<file path="src/hdl/raster_params.svh">
`ifndef RASTER_PARAMS_SVH
`define RASTER_PARAMS_SVH

// Memory word and edge coefficient width
`define RASTER_DATA_BITS 32

// Byte address width on the memory side
`define RASTER_ADDR_BITS 32

// Pixel coordinate width
`define RASTER_DIM_BITS 16

// Tiles are 16x16 pixels
`define RASTER_TILE_BITS 4

`define RASTER_SLICE_NUM 4
`define RASTER_RS_SIZE 8

// Largest request is one primitive, three edges of three coefficients
`define RASTER_NUM_LANES 9

`endif

</file>
<file path="src/hdl/raster_pkg.sv">
`include "raster_params.svh"

package raster_pkg;

    // What a pending memory request will return
    typedef enum logic [1:0] {
        TILE_FETCH      = 2'd1,
        PRIM_ID_FETCH   = 2'd2,
        PRIM_DATA_FETCH = 2'd3
    } fetch_tag_t;

    // One bit per request lane, set for lanes that are read
    typedef logic [`RASTER_NUM_LANES-1:0] lane_mask_t;

endpackage

</file>
<file path="src/hdl/mem_streamer.sv">
`timescale 1ns/100ps
`include "raster_params.svh"

// Breaks one multi-lane read request into single Wishbone classic reads,
// one transfer in flight, and hands back all lanes at once with the tag
module mem_streamer (
    input  logic                                                clk,
    input  logic                                                reset,

    input  logic                                                req_valid,
    output logic                                                req_ready,
    input  raster_pkg::lane_mask_t                              req_mask,
    input  logic [`RASTER_NUM_LANES-1:0][`RASTER_ADDR_BITS-1:0] req_addr,
    input  raster_pkg::fetch_tag_t                              req_tag,

    output logic                                                rsp_valid,
    output logic [`RASTER_NUM_LANES-1:0][`RASTER_DATA_BITS-1:0] rsp_data,
    output raster_pkg::fetch_tag_t                              rsp_tag,

    output logic                                                wb_cyc,
    output logic                                                wb_stb,
    output logic [`RASTER_ADDR_BITS-1:0]                        wb_adr,
    input  logic [`RASTER_DATA_BITS-1:0]                        wb_dat_i,
    input  logic                                                wb_ack
);

    import raster_pkg::*;

    localparam int LANE_BITS = $clog2(`RASTER_NUM_LANES);

    logic                                                busy;
    lane_mask_t                                          pending;
    lane_mask_t                                          pending_next;
    logic [LANE_BITS-1:0]                                cur_lane;
    logic [LANE_BITS-1:0]                                next_lane;
    logic                                                next_found;
    logic [`RASTER_NUM_LANES-1:0][`RASTER_ADDR_BITS-1:0] addr_q;

    // Next lane to read, lowest first
    prio_encoder #(
        .N(`RASTER_NUM_LANES)
    ) u_lane_sel (
        .bits  (pending),
        .index (next_lane),
        .found (next_found)
    );

    assign req_ready = !busy;

    // Classic cycles, strobe follows cycle
    assign wb_stb = wb_cyc;

    // Pending lanes once the lane in flight is acked
    always_comb begin
        pending_next = pending;
        pending_next[cur_lane] = 1'b0;
    end

    always_ff @(posedge clk) begin
        rsp_valid <= 1'b0;

        if (req_valid && req_ready) begin
            busy    <= 1'b1;
            pending <= req_mask;
            addr_q  <= req_addr;
            rsp_tag <= req_tag;
        end else if (busy && !wb_cyc) begin
            if (next_found) begin
                // Bus was idle for at least this cycle, start the next word
                wb_cyc   <= 1'b1;
                wb_adr   <= addr_q[next_lane];
                cur_lane <= next_lane;
            end else begin
                // Request with no live lane
                busy      <= 1'b0;
                rsp_valid <= 1'b1;
            end
        end else if (wb_cyc && wb_ack) begin
            wb_cyc             <= 1'b0;
            rsp_data[cur_lane] <= wb_dat_i;
            pending            <= pending_next;
            // Last live lane, response goes out next cycle
            if (pending_next == '0) begin
                busy      <= 1'b0;
                rsp_valid <= 1'b1;
            end
        end

        if (reset) begin
            busy      <= 1'b0;
            pending   <= '0;
            wb_cyc    <= 1'b0;
            rsp_valid <= 1'b0;
        end
    end

endmodule

</file>
<file path="src/hdl/prio_encoder.sv">
`timescale 1ns/100ps

// Lowest-set-bit encoder
module prio_encoder #(
    parameter int N = 8
) (
    input  logic [N-1:0]         bits,
    output logic [$clog2(N)-1:0] index,
    output logic                 found
);

    localparam int IDX_BITS = $clog2(N);

    always_comb begin
        index = '0;
        found = 1'b0;
        // Walk down so the lowest set bit is the last one written
        for (int i = N - 1; i >= 0; i--) begin
            if (bits[i]) begin
                index = IDX_BITS'(i);
                found = 1'b1;
            end
        end
    end

endmodule

</file>
<file path="config.mk">
export PLATFORM = sky130hd
export DESIGN_NAME = mem_streamer
export DESIGN_NICKNAME = d
export VERILOG_FILES = /design/src/hdl/raster_pkg.sv /design/src/hdl/mem_streamer.sv /design/src/hdl/prio_encoder.sv
export VERILOG_INCLUDE_DIRS = /design/src /design/src/hdl
export SDC_FILE = /design/constraint.sdc
export NUM_CORES = 1
export LEC_CHECK = 0
export ABC_AREA = 1
export BUFFER_PORTS_ARGS = -buffer_cell sky130_fd_sc_hd__clkbuf_2
export CAP_MARGIN = 20
export CORE_AREA = 2 2 256 258
export DETAILED_ROUTE_END_ITERATION = 10
export DIE_AREA = 0 0 258 260
export PLACE_DENSITY_LB_ADDON = 0.15
export SETUP_SLACK_MARGIN = 0.2
export SYNTH_ARGS = -nofsm -noshare
export SYNTH_HDL_FRONTEND = slang
export SYNTH_HIERARCHICAL = 1
export SYNTH_SLANG_ARGS = --single-unit
</file>
<file path="constraint.sdc">
create_clock -name clk -period 9.53 [get_ports clk]
set_input_delay 0.953 -clock clk [delete_from_list [all_inputs] [get_ports clk]]
set_output_delay 0.953 -clock clk [all_outputs]
set_load 0.02 [all_outputs]
</file>
## Word level (Yosys, flattened, before mapping)

Cells that the tools add are included.

- Magnitude comparators: 3
- Equal/unequal tests: 3
- Muxes and demuxes: 40
- Bitwise gates (word level): 4
- Reduce and logical (&&, ||, !) cells: 17

Operator list:

| cell | count |
|---|---|
| $bwmux W288 | 1 |
| $bmux W32 S4 | 1 |
| $demux W32 S4 | 1 |
| $mux W32 | 2 |
| $mux W4 | 9 |
| $mux W9 | 3 |
| $mux W1 | 22 |
| $reduce_and A3 Y1 | 4 |
| $lt A4 B5 Y1 const B | 2 |
| $and A9 B9 Y9 | 1 |
| $logic_not A9 Y1 | 1 |
| $not A9 Y9 | 1 |
| $reduce_bool A3 Y1 | 2 |
| $demux W1 S4 | 1 |
| $ge A4 B1 Y1 const B | 1 |
| $logic_and A1 B1 Y1 | 4 |
| $ne A2 B2 Y1 const B | 2 |
| $reduce_bool A2 Y1 | 2 |
| $ne A3 B3 Y1 const B | 1 |
| $logic_not A1 Y1 | 2 |
| $not A1 Y1 | 2 |
| $reduce_and A2 Y1 | 1 |
| $reduce_or A2 Y1 | 1 |

- Register bits after elaboration: 626
- Input bits: 335
- Output and inout bits: 326
- Logic and storage cells: 92

## Longest topological paths before layout

- Word-level depth: 12
- Depth in mapped cells: 16
- Mapped depth without buffers: 13

## Hierarchy

Netlist, hierarchy kept.

By module, submodules not included:

| module | times used | cells an instance | area an instance (µm²) | seq. area each (µm²) |
|---|---|---|---|---|
| mem_streamer | 1 | 1270 | 21765.9 | 18677.9 |
| prio_encoder | 1 | 23 | 121.4 | 0.0 |

## Worst setup path after synthesis

OpenSTA, ideal clock, no wires.

- Path kind: input port to flip-flop
- From: input req_valid
- To: register pending[0]
- Library setup time: 0.081 ns
- Arrival: 5.187 ns
- Data required time: 9.449 ns
- Setup slack: 4.262 ns
- Stages on the path: 5
- Buffers on the path: 1
- Cells stage by stage: nand2_1 > inv_1 > buf_2 > a221oi_1 > nor2_1

- Longest elaborated chain between the ends: 3
- Elaborated cells on any way between the ends: 5
- Those cells by class: eq/ne: 1; mux: 1; reduce/logical: 3

RTL lines:

| element | RTL line | text |
|---|---|---|
| from (decl) | mem_streamer.sv:10 | `input logic req_valid,` |
| $logic_and A1 B1 Y1 (*) | mem_streamer.sv:62 | `if (req_valid && req_ready) begin` |
| $ne A2 B2 Y1 (no source line) or $reduce_bool A2 Y1 (tied branches) | -- |  |
| $reduce_and A2 Y1 (no source line) | -- |  |
| to (signal assigned) | mem_streamer.sv:64 | `pending <= req_mask;` |
| to (signal assigned) | mem_streamer.sv:81 | `pending <= pending_next;` |
| to (decl) | mem_streamer.sv:32 | `lane_mask_t pending;` |

Mark *: on every way between the ends. The rest lies on a longest branch, timed or not.
A chain may end at the register's enable or synchronous reset.

## Final worst setup path

- From: register pending[3]
- To: register wb_adr[27], data pin

- Longest elaborated chain between the ends: 6

RTL lines:

| element | RTL line | text |
|---|---|---|
| $mux W4 (4 in series) | prio_encoder.sv:19 | `if (bits[i]) begin` |
| named net next_lane[2] | mem_streamer.sv:35 | `logic [LANE_BITS-1:0] next_lane;` |
| $bmux W32 S4 | mem_streamer.sv:71 | `wb_adr <= addr_q[next_lane];` |
| $mux W32 (not written as such) | mem_streamer.sv:71 |  |
| to (signal assigned) | mem_streamer.sv:71 |  |
| to (decl) | mem_streamer.sv:22 | `` output logic [`RASTER_ADDR_BITS-1:0] wb_adr, `` |

The timed path passes the listed nets, and every way through them passes these cells. The select of a mux whose other input is x is not followed.

==> results.md <==
* Die area at 0.0671 mm^2
* Post-DP Area at 0.0261 mm^2
* CP startpoint kind: register
* Mapped Cells at 1293
* Hold Path Depth at 1
* FMAX at 263 MHz
* Most common cell after layout, fill and taps aside: clkbuf_2
* Vias per cell at 4.67
* CTS tree: built
* Ports at 661
* Initial antenna violation count at 27
* Number of cells after detailed placement at 2763
* Detail Placement HPWL at 46300 um
* Synth Register Bits at 626
* Syn Area/Cell at 16.9 um^2
* Number of global-route vias before repair at 13500
* Max_cap viols at 0
* Final GP Congestion at 0.876
* Total Routing Usage GR at 19.0%
* VDD IR-drop max at 135 uV
* Post-route design area at 0.0285 mm^2
* CP Max Fanout at 50
* Grt ovf at 0
* Post-synth cell types at 28
* Worst-Margin Slew at 1.20 ns
* Starting density of the core at 34.1%
* Slew Limit Fails at 0
* Fillers at 5818
* Syn Std Cell Area at 0.0219 mm^2
* CP required at 9.83 ns
* Post-CTS setup buffer count at 0
* Worst Skew at 0.0209 ns
* H-tree Lvls at 3
* Register area at 0.0187 mm^2
* Final Non-Filler Cells at 2900
* Port Buffers at 660
* Cts repair resizes at 0
* Final hold viol count at 0
* P&R area growth vs syn at 30.2%
* 1st-iter DRT viols at 980
* Site Rows at 93
* Worst EP arrival at 4.11 ns
* PnR worst setup slack at 5.72 ns
* # setup viols final at 0
* P_leak at 10.9 nW
* Multi-input gate area at 0.00275 mm^2
* RSZ-0062 raised after global routing: no
* Wirelength, routed at 66100 um
* Share of cells above drive strength 1 at 39.3%
* Chip height at 260 um
* Core area at 0.0641 mm^2
* Most frequent cells in the layout: 660 x clkbuf_2, 614 x edfxtp_1, 206 x nor2_1, 112 x o21ai_0, 70 x clkbuf_16
* YS warnings at 6
* CP Capture Type: register
* CTS hold repair buffers at 0
* Pre-CTS setup slack at 5.61 ns
* Nets at 2318
* Largest net degree at the start of global routing at 186
* Detailed-route wire length per cell at 22.8 um
* # DRC at 0
* CTS clk-pin slew, worst paths at 0.06 ns
* R2R depth at 7
* Critical path type: reg -> reg
* Clock Sinks at 626
* DR pass1 iterations at 5
* Setup TNS at 0 ns
* Tcrit/Tclk final at 39.9%
* Sequential area share after synthesis at 85.3%
* Global-route wire length before repair at 92300 um
* Status: completed
* Synthesized Nets at 1628
* Hold Path Class: in -> reg
* Worst-Skew Late Latency at 0.60 ns
* Max-slew headroom at 19.7%
* Root buffer cell: clkbuf_16
* Final min period at 3.81 ns
* Longest Clk Path Bufs at 3
* CTS Buf Count at 69
* Die width at 258 um
* Via count at 13500
* Antenna Nets Post-Route at 0
* PD cells at 226 mW/mm^2
flip-flops by register name, indices dropped and copies added, names as in the netlist:
signal     flops
rsp_valid      1
cur_lane       4
rsp_data     288
rsp_tag        2
addr_q       288
wb_cyc         1
busy           1
wb_adr        32
pending        9
area by class of cell:
cell class	instances	share of cell area, %
inverters	53	0.733
diodes	8	0.0702
clock inverters	49	1.69
well taps	855	3.75
flip-flops and latches	626	65.5
multi-input cells	556	9.66
repair buffers	677	12.3
clock buffers	76	6.23
synth_stat cells (all sizes together):
| cell type | n | share of area, % |
|---|---|---|
| a21oi | 6 | 0.14 |
| nor3 | 1 | 0.074 |
| a221oi | 1 | 0.040 |
| inv | 51 | 0.87 |
| a31oi | 8 | 0.23 |
| buf | 37 | 1.2 |
| a21boi | 1 | 0.034 |
| nand3 | 27 | 0.62 |
| edfxtp | 614 | 84 |
| nor2 | 217 | 3.7 |
| or2 | 2 | 0.069 |
| dfxtp | 12 | 1.1 |
| o211ai | 64 | 2.2 |
| nor3b | 1 | 0.057 |
| nand4 | 1 | 0.029 |
| clkinv | 2 | 0.034 |
| nand2 | 51 | 0.87 |
| clkbuf | 21 | 0.39 |
| o21ai | 176 | 4.0 |
cells by family (layout without fill, tap and decap cells):
group | Yosys count | count (layout) | share of synthesized area [%]
AO/OA/AOI/OAI | 256 | 256 | 6.66
AND/OR/NAND/NOR | 300 | 300 | 5.45
buffers and inverters | 111 | 855 | 2.55
flip-flops | 626 | 626 | 85.3
other | 0 | 8 | 0
per-stage QoR:
| stage | hold WS [ns] | utilization, % | power [mW] |
|---|---|---|---|
| floorplan | 0.479 | - | 3.63 |
| global placement | 0.516 | 40.7 | 3.87 |
| detailed placement | 0.527 | 40.8 | 3.88 |
| CTS | 0.470 | 44.3 | 6.54 |
| global route | 0.487 | 44.4 | 6.71 |
| finish | 0.523 | 44.5 | 6.45 |
routing by layer:
| layer | vias up | global-route usage (%) | part of all wire (%) |
|---|---|---|---|
| met5 | - | 0 | 0.25 |
| met4 | 24 | 5.83 | 1.9 |
| met3 | 109 | 8.21 | 10 |
| met2 | 555 | 32.8 | 51 |
| met1 | 6616 | 21.3 | 37 |
| li1 | 6232 | - | - |
power by group:
part	switching (mW)	leakage (nW)	internal (mW)
registers	0.0329	5.80	3.18
clock network	1.10	1.11	1.55
logic	0.409	3.96	0.185
total	1.54	10.9	4.91
worst paths after layout:
path                       from           to  slack (ns)
setup / recovery     pending[3]   wb_adr[27]        5.72
hold / removal    req_addr[129]  addr_q[129]        0.52
setup reg to reg     pending[3]   wb_adr[27]        5.72
hold reg to reg      pending[8]   pending[8]        0.54
worst max-delay path: stages (launching register included):
cell	delay (ns)
dfxtp_1	0.35
nor2_1	0.29
nand2_1	0.19
nor2_4	0.13
buf_4	0.55
clkinv_1	0.80
nand3_2	0.93
o21ai_0	0.18
Note: power is estimated with default switching activity, not from simulation.
